## src/design/cpu_pkg.sv

```systemverilog
package cpu_pkg;

  //////////////////////////////
  // Basic word types
  //////////////////////////////
  typedef logic [15:0] word_t;      // Data, instruction or word address
  typedef logic [3:0]  reg_addr_t;  // Register number

  //////////////////////////////
  // Instruction encodings
  //////////////////////////////
  typedef enum logic [3:0] {
    OP_ADD = 4'd0,
    OP_SUB = 4'd1,
    OP_XOR = 4'd2,
    OP_LW  = 4'd8,
    OP_SW  = 4'd9,
    OP_LLB = 4'd10,
    OP_LHB = 4'd11,
    OP_B   = 4'd12,
    OP_BR  = 4'd13,
    OP_HLT = 4'd15
  } opcode_e;  // Unlisted codes decode as a no-op

  // Branch conditions, held in bits 11:9
  typedef enum logic [2:0] {
    COND_NE = 3'd0,  // Z clear
    COND_EQ = 3'd1,  // Z set
    COND_GT = 3'd2,  // Z and N clear
    COND_LT = 3'd3,  // N set
    COND_GE = 3'd4,  // Z set or N clear
    COND_LE = 3'd5,  // N set or Z set
    COND_OV = 3'd6,  // V set
    COND_AL = 3'd7   // Always
  } cond_e;

  typedef enum logic [2:0] {
    ALU_ADD,
    ALU_SUB,
    ALU_XOR,
    ALU_LLB,
    ALU_LHB,
    ALU_PASS
  } alu_op_e;

  //////////////////////////////
  // Core constants
  //////////////////////////////
  localparam int    NUM_REGS = 16;
  localparam word_t NOP_WORD = 16'h3000;  // Opcode 3, no writes of any kind
  localparam word_t RESET_PC = 16'h0000;

  // Operand bypass selects
  localparam logic [1:0] FWD_NONE = 2'b00;  // Register file value
  localparam logic [1:0] FWD_WB   = 2'b01;  // Write-back data
  localparam logic [1:0] FWD_MEM  = 2'b10;  // Memory-stage ALU result

endpackage
```

## src/design/cpu_core.sv

```systemverilog
module cpu_core (
  input  logic           clk,
  input  logic           reset,
  output cpu_pkg::word_t imem_addr,
  input  cpu_pkg::word_t imem_data,
  output cpu_pkg::word_t dmem_addr,
  output cpu_pkg::word_t dmem_wdata,
  output logic           dmem_we,
  input  cpu_pkg::word_t dmem_rdata,
  output logic           halted
);
  import cpu_pkg::*;

  // Fetch
  word_t pc, pc_plus1;
  logic  fetch_stop;                  // Sticky once HLT leaves decode
  word_t if_id_instr, if_id_pc1;

  // Decode
  reg_addr_t id_rs, id_rt, id_rd;
  alu_op_e   id_alu_op;
  word_t     id_imm, id_rdata1, id_rdata2, branch_target;
  logic      id_use_imm, id_reg_write, id_mem_enable, id_mem_write;
  logic      id_set_zn, id_set_v, id_branch, id_branch_reg, branch_taken, id_halt;
  logic      pc_stall, if_id_stall, id_flush, if_flush;
  logic      flag_z, flag_n, flag_v;

  // Execute
  reg_addr_t ex_rs, ex_rt, ex_rd;
  alu_op_e   ex_alu_op;
  word_t     ex_rdata1, ex_rdata2, ex_imm, ex_a, ex_b_reg, ex_result;
  logic      ex_use_imm, ex_reg_write, ex_mem_enable, ex_mem_write;
  logic      ex_set_zn, ex_set_v, ex_halt, alu_z, alu_n, alu_v;
  logic [1:0] fwd_a, fwd_b;

  // Memory and write-back
  reg_addr_t mem_rd, mem_rt, wb_rd;
  word_t     mem_result, mem_store_data, wb_data;
  logic      mem_reg_write, mem_mem_enable, mem_mem_write, mem_halt;
  logic      wb_reg_write, wb_halt, halt_q, fwd_store;

  ////////////////////////////////
  // Fetch
  ////////////////////////////////
  assign imem_addr = pc;
  assign pc_plus1  = pc + 16'd1;
  assign branch_target = id_branch_reg ? id_rdata1 : (if_id_pc1 + id_imm);  // BR uses rs value

  always_ff @(posedge clk) begin
    if (reset) begin
      pc         <= RESET_PC;
      fetch_stop <= 1'b0;
    end else begin
      fetch_stop <= fetch_stop | id_halt;
      if (pc_stall || id_halt || fetch_stop) pc <= pc;  // Frozen
      else if (branch_taken) pc <= branch_target;
      else pc <= pc_plus1;                               // Predict not taken
    end
  end

  always_ff @(posedge clk) begin
    if (reset) begin
      if_id_instr <= NOP_WORD;
      if_id_pc1   <= RESET_PC;
    end else if (id_halt || fetch_stop) begin
      if_id_instr <= NOP_WORD;  // Only no-ops decode after HLT
    end else if (!if_id_stall) begin
      if_id_instr <= if_flush ? NOP_WORD : imem_data;
      if_id_pc1   <= pc_plus1;
    end
  end

  ////////////////////////////////
  // Decode
  ////////////////////////////////
  instr_decoder u_decoder (
    .instr(if_id_instr), .flag_z(flag_z), .flag_n(flag_n), .flag_v(flag_v),
    .rs(id_rs), .rt(id_rt), .rd(id_rd), .alu_op(id_alu_op),
    .use_imm(id_use_imm), .imm(id_imm), .reg_write(id_reg_write),
    .mem_enable(id_mem_enable), .mem_write(id_mem_write),
    .set_flags_zn(id_set_zn), .set_flags_v(id_set_v),
    .branch(id_branch), .branch_reg(id_branch_reg),
    .branch_taken(branch_taken), .halt(id_halt)
  );

  register_file u_regs (
    .clk(clk), .reset(reset),
    .raddr1(id_rs), .raddr2(id_rt), .rdata1(id_rdata1), .rdata2(id_rdata2),
    .waddr(wb_rd), .wdata(wb_data), .we(wb_reg_write)
  );

  hazard_detection_unit u_hazard (
    .id_rs(id_rs), .id_rt(id_rt), .id_mem_write(id_mem_write),
    .id_branch(id_branch), .id_branch_reg(id_branch_reg), .branch_taken(branch_taken),
    .ex_rd(ex_rd), .ex_reg_write(ex_reg_write), .ex_mem_enable(ex_mem_enable),
    .ex_mem_write(ex_mem_write), .ex_set_flags(ex_set_zn | ex_set_v),
    .mem_rd(mem_rd), .mem_reg_write(mem_reg_write),
    .pc_stall(pc_stall), .if_id_stall(if_id_stall), .id_flush(id_flush), .if_flush(if_flush)
  );

  // ID/EX, controls cleared on a bubble
  always_ff @(posedge clk) begin
    if (reset || id_flush) begin
      ex_reg_write  <= 1'b0;
      ex_mem_enable <= 1'b0;
      ex_mem_write  <= 1'b0;
      ex_set_zn     <= 1'b0;
      ex_set_v      <= 1'b0;
      ex_halt       <= 1'b0;
      ex_use_imm    <= 1'b0;
      ex_alu_op     <= ALU_PASS;
    end else begin
      ex_reg_write  <= id_reg_write;
      ex_mem_enable <= id_mem_enable;
      ex_mem_write  <= id_mem_write;
      ex_set_zn     <= id_set_zn;
      ex_set_v      <= id_set_v;
      ex_halt       <= id_halt;
      ex_use_imm    <= id_use_imm;
      ex_alu_op     <= id_alu_op;
    end
  end

  always_ff @(posedge clk) begin  // Payload
    ex_rs     <= id_rs;
    ex_rt     <= id_rt;
    ex_rd     <= id_rd;
    ex_rdata1 <= id_rdata1;
    ex_rdata2 <= id_rdata2;
    ex_imm    <= id_imm;
  end

  ////////////////////////////////
  // Execute
  ////////////////////////////////
  forwarding_unit u_fwd (
    .ex_rs(ex_rs), .ex_rt(ex_rt),
    .mem_rd(mem_rd), .mem_reg_write(mem_reg_write),
    .mem_mem_enable(mem_mem_enable), .mem_mem_write(mem_mem_write),
    .wb_rd(wb_rd), .wb_reg_write(wb_reg_write), .mem_store_rd(mem_rt),
    .fwd_a(fwd_a), .fwd_b(fwd_b), .fwd_store(fwd_store)
  );

  assign ex_a     = (fwd_a == FWD_MEM) ? mem_result : (fwd_a == FWD_WB) ? wb_data : ex_rdata1;
  assign ex_b_reg = (fwd_b == FWD_MEM) ? mem_result : (fwd_b == FWD_WB) ? wb_data : ex_rdata2;

  alu u_alu (
    .a(ex_a), .b(ex_use_imm ? ex_imm : ex_b_reg), .op(ex_alu_op),
    .result(ex_result), .z(alu_z), .n(alu_n), .v(alu_v)
  );

  // Flags written at the end of execute
  always_ff @(posedge clk) begin
    if (reset) begin
      flag_z <= 1'b0;
      flag_n <= 1'b0;
      flag_v <= 1'b0;
    end else begin
      if (ex_set_zn) flag_z <= alu_z;
      if (ex_set_v) begin  // add/sub only
        flag_n <= alu_n;
        flag_v <= alu_v;
      end
    end
  end

  // EX/MEM
  always_ff @(posedge clk) begin
    if (reset) begin
      mem_reg_write  <= 1'b0;
      mem_mem_enable <= 1'b0;
      mem_mem_write  <= 1'b0;
      mem_halt       <= 1'b0;
    end else begin
      mem_reg_write  <= ex_reg_write;
      mem_mem_enable <= ex_mem_enable;
      mem_mem_write  <= ex_mem_write;
      mem_halt       <= ex_halt;
    end
  end

  always_ff @(posedge clk) begin
    mem_result     <= ex_result;
    mem_store_data <= ex_b_reg;  // Store data after bypass
    mem_rd         <= ex_rd;
    mem_rt         <= ex_rt;
  end

  ////////////////////////////////
  // Memory and write-back
  ////////////////////////////////
  assign dmem_addr  = mem_result;
  assign dmem_wdata = fwd_store ? wb_data : mem_store_data;
  assign dmem_we    = mem_mem_enable & mem_mem_write;  // One pulse per SW

  always_ff @(posedge clk) begin
    if (reset) begin
      wb_reg_write <= 1'b0;
      wb_halt      <= 1'b0;
      halt_q       <= 1'b0;
    end else begin
      wb_reg_write <= mem_reg_write;
      wb_halt      <= mem_halt;
      halt_q       <= halt_q | wb_halt;  // sticky until reset
    end
  end

  always_ff @(posedge clk) begin
    wb_data <= (mem_mem_enable && !mem_mem_write) ? dmem_rdata : mem_result;
    wb_rd   <= mem_rd;
  end

  assign halted = halt_q | wb_halt;

endmodule

```

## src/design/alu.sv

```systemverilog
module alu (
  input  cpu_pkg::word_t   a,
  input  cpu_pkg::word_t   b,
  input  cpu_pkg::alu_op_e op,
  output cpu_pkg::word_t   result,
  output logic             z,
  output logic             n,
  output logic             v
);
  import cpu_pkg::*;

  word_t sum;
  word_t diff;
  logic  add_ovf;  // Signed overflow of a + b
  logic  sub_ovf;  // Signed overflow of a - b

  assign sum  = a + b;  // Wraps
  assign diff = a - b;

  // Same-sign operands, different-sign result
  assign add_ovf = (a[15] == b[15]) & (sum[15] != a[15]);
  // Operand signs differ and result flips from a
  assign sub_ovf = (a[15] != b[15]) & (diff[15] != a[15]);

  always_comb begin
    case (op)
      ALU_ADD: result = sum;
      ALU_SUB: result = diff;
      ALU_XOR: result = a ^ b;
      ALU_LLB: result = {a[15:8], b[7:0]};  // Replace low byte
      ALU_LHB: result = {b[7:0], a[7:0]};   // Replace high byte
      default: result = b;                  // PASS
    endcase
  end

  assign z = (result == '0);
  assign n = result[15];

  always_comb begin
    case (op)
      ALU_ADD: v = add_ovf;
      ALU_SUB: v = sub_ovf;
      default: v = 1'b0;
    endcase
  end

endmodule

```

## src/design/register_file.sv

```systemverilog
module register_file (
  input  logic               clk,
  input  logic               reset,
  input  cpu_pkg::reg_addr_t raddr1,
  input  cpu_pkg::reg_addr_t raddr2,
  output cpu_pkg::word_t     rdata1,
  output cpu_pkg::word_t     rdata2,
  input  cpu_pkg::reg_addr_t waddr,
  input  cpu_pkg::word_t     wdata,
  input  logic               we
);
  import cpu_pkg::*;

  word_t regs [NUM_REGS];
  logic  wr_live;  // Write that actually lands

  assign wr_live = we & (waddr != '0);  // r0 is fixed at zero

  always_ff @(posedge clk) begin
    if (reset) begin
      for (int i = 0; i < NUM_REGS; i++) regs[i] <= '0;
    end else if (wr_live) begin
      regs[waddr] <= wdata;
    end
  end

  // Write-through covers write-back -> decode
  assign rdata1 = (raddr1 == '0) ? '0 :
                  (wr_live && waddr == raddr1) ? wdata : regs[raddr1];
  assign rdata2 = (raddr2 == '0) ? '0 :
                  (wr_live && waddr == raddr2) ? wdata : regs[raddr2];

endmodule

```

## src/design/forwarding_unit.sv

```systemverilog
module forwarding_unit (
  input  cpu_pkg::reg_addr_t ex_rs,
  input  cpu_pkg::reg_addr_t ex_rt,
  input  cpu_pkg::reg_addr_t mem_rd,
  input  logic               mem_reg_write,
  input  logic               mem_mem_enable,
  input  logic               mem_mem_write,
  input  cpu_pkg::reg_addr_t wb_rd,
  input  logic               wb_reg_write,
  input  cpu_pkg::reg_addr_t mem_store_rd,
  output logic [1:0]         fwd_a,
  output logic [1:0]         fwd_b,
  output logic               fwd_store
);
  import cpu_pkg::*;

  logic mem_src_ok;  // Memory stage holds a ready ALU result
  logic wb_src_ok;   // Write-back holds a real register write

  // A load in memory has no data yet
  assign mem_src_ok = mem_reg_write & ~(mem_mem_enable & ~mem_mem_write) & (mem_rd != '0);
  assign wb_src_ok  = wb_reg_write & (wb_rd != '0);

  // Youngest producer wins
  always_comb begin
    fwd_a = FWD_NONE;
    if (mem_src_ok && mem_rd == ex_rs) fwd_a = FWD_MEM;
    else if (wb_src_ok && wb_rd == ex_rs) fwd_a = FWD_WB;
  end

  always_comb begin
    fwd_b = FWD_NONE;
    if (mem_src_ok && mem_rd == ex_rt) fwd_b = FWD_MEM;
    else if (wb_src_ok && wb_rd == ex_rt) fwd_b = FWD_WB;
  end

  // Store data from a load one stage ahead
  assign fwd_store = mem_mem_enable & mem_mem_write & wb_src_ok & (wb_rd == mem_store_rd);

endmodule

```

## src/design/hazard_detection_unit.sv

```systemverilog
module hazard_detection_unit (
  input  cpu_pkg::reg_addr_t id_rs,
  input  cpu_pkg::reg_addr_t id_rt,
  input  logic               id_mem_write,
  input  logic               id_branch,
  input  logic               id_branch_reg,
  input  logic               branch_taken,
  input  cpu_pkg::reg_addr_t ex_rd,
  input  logic               ex_reg_write,
  input  logic               ex_mem_enable,
  input  logic               ex_mem_write,
  input  logic               ex_set_flags,
  input  cpu_pkg::reg_addr_t mem_rd,
  input  logic               mem_reg_write,
  output logic               pc_stall,
  output logic               if_id_stall,
  output logic               id_flush,
  output logic               if_flush
);
  import cpu_pkg::*;

  logic ex_load;         // LW sits in execute
  logic load_use;        // Decode needs the load result next cycle
  logic flag_wait;       // Branch waits on flags still being computed
  logic br_ex_match;     // BR target written by execute
  logic br_mem_match;    // BR target written by memory
  logic reg_wait;        // BR waits on its target register
  logic any_stall;

  //////////////////////////////
  // Load-to-use
  //////////////////////////////
  assign ex_load = ex_mem_enable & ~ex_mem_write;

  // rt of a store is skipped, memory->memory bypass covers it
  assign load_use = ex_load & (ex_rd != '0) &
                    ((ex_rd == id_rs) | ((ex_rd == id_rt) & ~id_mem_write));

  //////////////////////////////
  // Branches
  //////////////////////////////
  // Flags land at the end of execute, so one cycle is enough
  assign flag_wait = (id_branch | id_branch_reg) & ex_set_flags;

  assign br_ex_match  = ex_reg_write  & (ex_rd  != '0) & (ex_rd  == id_rs);
  assign br_mem_match = mem_reg_write & (mem_rd != '0) & (mem_rd == id_rs);
  assign reg_wait     = id_branch_reg & (br_ex_match | br_mem_match);  // At most two cycles

  assign any_stall = load_use | flag_wait | reg_wait;

  assign pc_stall    = any_stall;
  assign if_id_stall = any_stall;
  assign id_flush    = load_use;                    // Bubble into execute
  assign if_flush    = branch_taken & ~any_stall;   // Drop the wrong-path fetch

endmodule

```

## src/design/instr_decoder.sv

```systemverilog
module instr_decoder (
  input  cpu_pkg::word_t     instr,
  input  logic               flag_z,
  input  logic               flag_n,
  input  logic               flag_v,
  output cpu_pkg::reg_addr_t rs,
  output cpu_pkg::reg_addr_t rt,
  output cpu_pkg::reg_addr_t rd,
  output cpu_pkg::alu_op_e   alu_op,
  output logic               use_imm,
  output cpu_pkg::word_t     imm,
  output logic               reg_write,
  output logic               mem_enable,
  output logic               mem_write,
  output logic               set_flags_zn,
  output logic               set_flags_v,
  output logic               branch,
  output logic               branch_reg,
  output logic               branch_taken,
  output logic               halt
);
  import cpu_pkg::*;

  opcode_e opcode;
  cond_e   cond;
  logic    cond_true;  // Condition holds for current flags

  assign opcode = opcode_e'(instr[15:12]);
  assign cond   = cond_e'(instr[11:9]);

  // Condition test against the flag register
  always_comb begin
    case (cond)
      COND_NE: cond_true = ~flag_z;
      COND_EQ: cond_true = flag_z;
      COND_GT: cond_true = ~flag_z & ~flag_n;
      COND_LT: cond_true = flag_n;
      COND_GE: cond_true = flag_z | ~flag_n;
      COND_LE: cond_true = flag_n | flag_z;
      COND_OV: cond_true = flag_v;
      default: cond_true = 1'b1;  // AL
    endcase
  end

  always_comb begin
    rs           = '0;  // Unused fields read r0, so no false hazards
    rt           = '0;
    rd           = '0;
    alu_op       = ALU_PASS;
    use_imm      = 1'b0;
    imm          = '0;
    reg_write    = 1'b0;
    mem_enable   = 1'b0;
    mem_write    = 1'b0;
    set_flags_zn = 1'b0;
    set_flags_v  = 1'b0;
    branch       = 1'b0;
    branch_reg   = 1'b0;
    halt         = 1'b0;
    case (opcode)
      OP_ADD, OP_SUB, OP_XOR: begin
        rd           = instr[11:8];
        rs           = instr[7:4];
        rt           = instr[3:0];
        reg_write    = 1'b1;
        set_flags_zn = 1'b1;             // Z for all three
        set_flags_v  = (opcode != OP_XOR); // N and V for add/sub only
        alu_op       = (opcode == OP_ADD) ? ALU_ADD :
                       (opcode == OP_SUB) ? ALU_SUB : ALU_XOR;
      end
      OP_LW, OP_SW: begin
        rs         = instr[7:4];                    // Base
        imm        = {{12{instr[3]}}, instr[3:0]};  // Signed word offset
        use_imm    = 1'b1;
        alu_op     = ALU_ADD;
        mem_enable = 1'b1;
        if (opcode == OP_SW) begin
          rt        = instr[11:8];  // Store data register
          mem_write = 1'b1;
        end else begin
          rd        = instr[11:8];
          reg_write = 1'b1;
        end
      end
      OP_LLB, OP_LHB: begin
        rd        = instr[11:8];
        rs        = instr[11:8];  // Old value for the byte merge
        imm       = {8'h00, instr[7:0]};
        use_imm   = 1'b1;
        reg_write = 1'b1;
        alu_op    = (opcode == OP_LLB) ? ALU_LLB : ALU_LHB;
      end
      OP_B: begin
        imm    = {{7{instr[8]}}, instr[8:0]};  // Added to PC+1
        branch = 1'b1;
      end
      OP_BR: begin
        rs         = instr[7:4];  // Target register
        branch_reg = 1'b1;
      end
      OP_HLT:  halt = 1'b1;
      default: ;  // No-op
    endcase
  end

  assign branch_taken = (branch | branch_reg) & cond_true;

endmodule

```

## config.mk

```make
export PLATFORM = sky130hd
export DESIGN_NAME = cpu_core
export DESIGN_NICKNAME = d
export VERILOG_FILES = /design/src/design/cpu_pkg.sv /design/src/design/cpu_core.sv /design/src/design/alu.sv /design/src/design/register_file.sv /design/src/design/forwarding_unit.sv /design/src/design/hazard_detection_unit.sv /design/src/design/instr_decoder.sv
export SDC_FILE = /design/constraint.sdc
export NUM_CORES = 1
export LEC_CHECK = 0
export ABC_AREA = 0
export ABC_CLOCK_PERIOD_IN_PS = 4100
export BUFFER_PORTS_ARGS = -buffer_cell sky130_fd_sc_hd__buf_4
export CAP_MARGIN = 10
export CORE_MARGIN = 4
export CORE_UTILIZATION = 50
export DETAILED_ROUTE_END_ITERATION = 7
export GPL_ROUTABILITY_DRIVEN = 0
export PLACE_DENSITY_LB_ADDON = 0.08
export SLEW_MARGIN = 20
export SYNTH_ARGS = -nofsm -noshare
export SYNTH_HDL_FRONTEND = slang
export SYNTH_SLANG_ARGS = --single-unit
```

## constraint.sdc

```tcl
create_clock -name clk -period 4.1 [get_ports clk]
set_input_delay 0.82 -clock clk [delete_from_list [all_inputs] [get_ports clk]]
set_output_delay 0.82 -clock clk [all_outputs]
set_load 0.05 [all_outputs]
```

==> metrics, run 1 <==
Clock Latency Late Sink 0.59 ns; cells along the critical path o41ai_4 -> nor3_2 -> buf_4 -> nand2_4 -> mux2i_2 -> o21ai_2 -> mux2_4 -> buf_4 -> fa_2 -> a21o_1 -> a211oi_2 -> a2111oi_1 -> nor3_2 -> a21oi_1 -> a311o_1 -> nor4_2 -> buf_4 -> nand4bb_1 -> or4b_4 -> o31ai_2; Initial Util about half; Die W between 200 and 250 um; synthesized area around 26000 sq um; Avg Cell Area, Syn between 8 and 9 sq um; CP required 4.61 ns; status finished, violations left; worst relative slew slack 25.5%; largest area contributor in the netlist edfxtp_1; Worst path max stage delay 0.50 ns; vias in the first global route ~23000; Final Setup Violations 5; Slew @ Worst Pin 1.11 ns; dpl hpwl approximately 64 mm; Residual DRC 0; first-pass detailed-route iteration total 6; multi-input logic area roughly 14000 sq um; number of I/O pins 84; drt wl/cell around 25 um; Final period util 115%; maximum vdd drop 287 uV; via count ~24000; CTS tree built; Hold Path Class reg -> reg; Final Skew between 0.02 and 0.025 ns; final core occ between 60% and 70%; CP startpoint kind register; family with the most delay on the worst path compound AO/OA/AOI/OAI gates; worst setup margin -0.632 ns; TritonCTS Sinks approximately 440; Root Driver clkbuf_16; CP max FO 4; Setup Slack @ Placement -0.702 ns; CP most frequent cell buf_4; Site Rows 82; Die Area 54800 sq um; Main synth FF type edfxtp_1; CP Capture Type register; Setup CP Type reg -> reg; grt total ovfl 0; final hold violations 0; failing checks negative setup slack; P_leak between 10 and 15 nW; Critical-path top delay cell or4b_4; commonest cells in the netlist nand2_1 (546), edfxtp_1 (256), and2_1 (239), nand3_1 (187), clkbuf_1 (183); Fmax achieved ~210 MHz; Min Clock Period, post-route about 4.7 ns; Synth Instances a little under 3000; Final nets 3198; Final Routed Wirelength approximately 95 mm; Core ar. 50400 sq um; final instance area 31100 sq um; Slew Limit Fails 0; largest cells by area after synthesis edfxtp_1 (30%), dfxtp_1 (14%), nand2_1 (8.0%); Inserted Clock Buffers 50; total of max-cap violations 0; # hold bufs at CTS 0; setup TNS after final layout -1.59 ns; vias per inst around 6.3; area grow syn2layout 21.4%; Register Area 11300 sq um; Post-synth EDFFs between 200 and 300; GRT Overall Usage about a third; initial antenna violation count 1; htree depth 2; CP arrival around 5.2 ns; register area share after synthesis 44.3%; post-synthesis async set-or-reset flop share 0%; Synth top area share between 30% and 40%; port bufs a little over 80; most numerous cell in the Yosys netlist nand2_1; first-pass GRT wire length 140 mm; Initial DRC Count approximately 3200; Ys Warns 0; largest net degree at the start of global routing between 60 and 70; Worst Path Buf+Inv 3; PD cells between 400 and 500 nW/um^2; distinct cell type count after synthesis 91; RSZ-0062 raised after global routing yes; # fillers roughly 4200; Yosys reg bits about 440; Placed Area 28800 sq um; Die H 234 um; clk slew on worst S/H paths about 0.07 ns; clock buffer depth 3; layout cells sized above 1 between 20 and 25%; post-route ant nets 0
-- stage by stage --
| step | instances | power (mW) | hold WS (ns) |
|---|---|---|---|
| floorplan | 2901 | 7.18 | 0.373 |
| global placement | 3715 | 8.75 | 0.388 |
| detailed placement | 3715 | 8.80 | 0.391 |
| CTS | 3810 | 13.1 | 0.399 |
| global route | 3823 | 13.8 | 0.413 |
| finish | 3824 | 13.4 | 0.403 |
-- placed cells by master (no fill, tap or decap), types with 21 or more instances in the layout --
cell type,Yosys,layout
edfxtp_1,256,256
nor2_1,152,149
and3_1,71,71
o21ai_1,4,21
a311oi_1,82,81
xnor2_1,39,38
clkbuf_16,0,51
nand3_1,187,187
and2_1,239,237
nand2_1,546,542
a21oi_1,102,89
mux2_2,36,35
ha_1,47,34
nor3_1,46,39
o21ai_0,70,47
inv_1,58,52
a31oi_1,41,37
dfxtp_1,182,175
xor2_1,32,30
buf_4,1,374
a311o_1,22,22
nor2b_1,30,26
a211oi_1,33,29
mux2i_1,68,62
-- layer usage --
layer | vias up | part of all wire (%) | track usage, %
li1 | 10800 | - | -
met1 | 11500 | 40 | 46.6
met2 | 1529 | 43 | 51.4
met3 | 297 | 12 | 7.14
met4 | 0 | 5.0 | 14.8
met5 | - | 0 | 0
-- state kept, by name, summed over array words and instances (netlist names), 3 cells and up --
register        count
dmem_addr          16
wb_data            16
ex_rs               4
if_id_pc1          16
if_id_instr        16
mem_store_data     16
wb_rd               4
imem_addr          16
ex_imm              9
u_regs.regs       256
mem_rd              4
ex_rdata2          16
ex_rdata1          16
ex_rd               4
ex_rt               4
mem_rt              4
ex_alu_op           3
-- final timing paths --
| kind | startpoint | endpoint | slack [ns] | cells after the start |
|---|---|---|---|---|
| setup / recovery | wb_rd[1]$_DFF_P_ | flag_z$_SDFFE_PP0P_ | -0.63 | 20 |
| hold / removal | ex_rd[1]$_DFF_P_ | mem_rd[1]$_DFF_P_ | 0.40 | 0 |
| setup reg to reg | wb_rd[1]$_DFF_P_ | flag_z$_SDFFE_PP0P_ | -0.63 | 20 |
| hold reg to reg | ex_rd[1]$_DFF_P_ | mem_rd[1]$_DFF_P_ | 0.40 | 0 |
-- layout make-up --
type                       instances  area share, %
clock buffer                      73           4.57
inverter                          64          0.790
multi-input combinational       2157           44.5
antenna                            1        0.00806
tap                              672           2.71
timing repair buffer             403           10.5
sequential                       438           36.5
clock inverter                    16          0.375
-- cell families after synthesis --
kind of cell | count (synthesis) | share of synthesized area (%)
AOI/OAI and AO/OA | 514 | 14.5
xor gates and xnor gates | 71 | 2.43
adders and majority gates | 51 | 2.57
buffers and inverters | 306 | 4.70
DFF | 438 | 44.3
muxes | 111 | 4.86
other | 1 | 0.0147
and+or+nand+nor | 1394 | 26.6
-- report_power, final --
part	leakage (nW)	internal (mW)	total, mW	switching, mW
Sequential	4.13	4.94	5.20	0.263
Clock	0.743	2.45	4.24	1.79
Combinational	7.82	1.53	3.91	2.39
-- worst register-to-register path, delay by kind of cell (launching register included) --
family | cells | cell delay (ns)
buffers and inverters | 3 | 0.50
and+or+nand+nor | 6 | 1.34
AOI/OAI and AO/OA | 8 | 1.59
muxes | 2 | 0.51
DFF | 1 | 0.36
adders and majority gates | 1 | 0.36
-- what timing repair did --
action                                  CTS  global route
pin swaps                                36            46
buffers inserted                          8            14
gates resized for setup                  66            70
endpoints found under the setup margin    7            11
No activity file was read; power rests on OpenSTA's default activity.
==> inputs of run 2 (changes only) <==
CORE_UTILIZATION = 57   (was 50)
CTS_CLUSTER_DIAMETER = 120   (was default)
RECOVER_POWER = 100   (was default)
==> metrics, run 2 (synthesis gave the netlist of run 1 again) <==
Fmax achieved 214 MHz (+1.2%); P_leak 12.8 nW (+0.54%); htree depth 2 (unchanged); Residual DRC 1 (+1); initial antenna violation count 3 (+2); GRT Overall Usage 37.2% (+3.4 points); Die H 220 um (-6.1%); Slew Limit Fails 0 (unchanged); Slew @ Worst Pin 1.03 ns (-0.0811 ns); CTS tree built; family with the most delay on the worst path compound AO/OA/AOI/OAI gates; diode count 0 (-1); Final Skew 0.0163 ns (-0.00721 ns); max reg flops 256 (unchanged); Worst Path Buf+Inv 3 (unchanged); Initial DRC Count 3624 (+14%); Int Pwr 8.88 mW (-0.45%); RSZ-0062 raised after global routing yes; CP arrival 5.19 ns (-0.05 ns); Final Routed Wirelength 92.8 mm (-2.7%); CP startpoint kind register; worst setup margin -0.573 ns (+0.0584 ns); CP most frequent cell buf_4; drt wl/cell 24.7 um (-0.82%); Die W 220 um (-6.1%); vias per inst 6.54 (+3.7%); Inserted Clock Buffers 48 (-4.0%); TritonCTS Sinks 438 (unchanged); layout cells sized above 1 21.7% (+0.18 points); vias in the first global route 23100 (+0.80%); Placed Cells 3640 (-2.0%); CP required 4.62 ns (about the same); failing checks design-rule violations, negative setup slack; CP Capture Type register; Hold Path Class reg -> reg; clk slew on worst S/H paths 0.06 ns (about the same); Net Sw Frac 33.6% (+0.35 points); grt total ovfl 0 (unchanged); number of I/O pins 84 (unchanged); Root Driver clkbuf_16; hold_ws 0.400 ns (-0.00359 ns); worst relative slew slack 31.2% (+5.7 points); Psw 4.49 mW (+1.1%); largest net degree at the start of global routing 89 (+31%); cells along the critical path o41ai_4 -> buf_4 -> nor4_4 -> buf_4 -> a32o_1 -> o22a_2 -> a21bo_1 -> ha_4 -> buf_4 -> o21a_1 -> o31a_1 -> o31ai_2 -> o31ai_1 -> mux2_2 -> a22oi_2 -> a22oi_2 -> nor4_2 -> or4b_4 -> o31ai_2; Sequential Power Share 38.9% (about the same); clock buffer depth 3 (unchanged); non-filler cells, final 3753 (-1.9%); maximum vdd drop 310 uV (+8.2%); Final period util 114% (-1.4 points); port bufs 83 (unchanged); Initial Util 57.7% (+6.9 points); CP max FO 8 (+4); Placed Area 28800 sq um (about the same); Min Clock Period, post-route 4.67 ns (-0.0584 ns); Clock Latency Late Sink 0.60 ns (about the same); Core ar. 44300 sq um (-12%); combinational share of power 29.3% (about the same); first-pass detailed-route iteration total 8 (+2); Final nets 3209 (+0.34%); Die Area 48300 sq um (-12%); Biggest register u_regs.regs; PD cells 430 nW/um^2 (about the same); first-pass GRT wire length 137 mm (-2.3%); final hold violations 0 (unchanged); post-route ant nets 0 (unchanged); via count 24500 (+1.8%); Setup CP Type reg -> reg; Site Rows 77 (-6.1%); clock power share 31.8% (about the same); Final Setup Violations 6 (+1); area grow syn2layout 21.4% (about the same); total of max-cap violations 0 (unchanged); Worst path max stage delay 0.49 ns (about the same); final instance area 31100 sq um (about the same); Critical-path top delay cell or4b_4; most common cell after layout, fill and taps aside nand2_1; status finished, violations left; dpl hpwl 61.5 mm (-3.1%); commonest cells after routing, fill and taps aside nand2_1 (540), buf_4 (387), edfxtp_1 (256)
[run 2: cell types whose count changed in the layout (fill, tap and decap cells not counted), sizes merged]
cell and delta:
buf +11, bufinv -1, clkbuf -2, clkinv +1, clkinvlp +1, diode -1
[run 2: repair_timing]
item                                    CTS  global route
setup buffers                             6            22
gates resized for setup                  46            82
pin swaps                                11            35
endpoints found under the setup margin    7            13
hold buffers                              0             0
[run 2: path summary, 6_finish.rpt]
kind,slack [ns],startpoint,cells past startpoint,endpoint
worst min-delay path,0.40,ex_rd[1]$_DFF_P_,0,mem_rd[1]$_DFF_P_
worst min register to register,0.40,ex_rd[1]$_DFF_P_,0,mem_rd[1]$_DFF_P_
worst max-delay path,-0.57,mem_rd[2]$_DFF_P_,19,flag_z$_SDFFE_PP0P_
worst max register to register,-0.57,mem_rd[2]$_DFF_P_,19,flag_z$_SDFFE_PP0P_
[run 2: area by class of cell]
| class | count | area, sq um |
|---|---|---|
| fillers | 3354 | 13200 |
| repair buffers | 416 | 3390 |
| multi-input cells | 2157 | 13800 |
| clock inverters | 17 | 101 |
| flip-flops and latches | 438 | 11400 |
| inverters | 64 | 245 |
| well taps | 592 | 741 |
| clock buffers | 69 | 1430 |
[run 2: metrics by stage]
stage                     worst slack, ns  TNS [ns]  power [mW]  util, %
after floorplan                    -0.193    -0.193        7.18        -
final                              -0.573     -1.52        13.4     70.1
after global placement             -0.528     -1.76        8.70     64.9
after global routing               -0.716     -2.42        13.7     70.1
after detailed placement           -0.640     -2.81        8.76     64.9
after CTS                          -0.451     -1.36        13.0     68.9
[run 2: power groups by stage]
stage	Sequential [mW]	Clock, mW	Combinational, mW
3_5_place_dp	5.27	0	3.49
4_1_cts	5.18	4.26	3.61
5_1_grt	5.22	4.44	4.09
2_1_floorplan	5.31	0	1.87
3_3_place_gp	5.26	0	3.44
6_report	5.20	4.24	3.92
[run 2: layer usage]
metal | up-vias | wire length (um) | global-route usage, %
met5 | - | 0 | 0
met4 | 0 | 5760 | 19.4
met2 | 1790 | 38900 | 54.4
met3 | 374 | 12800 | 8.25
met1 | 11600 | 35200 | 51.8
li1 | 10800 | - | -
[run 2: worst register-to-register path, delay by kind of cell, from the launching register on]
kind            cells  cell delay [ns]
fa+ha+maj           1             0.29
buf+inv             3             0.52
mux                 1             0.38
flops               1             0.37
compound gates     11             2.24
simple gates        3             0.80
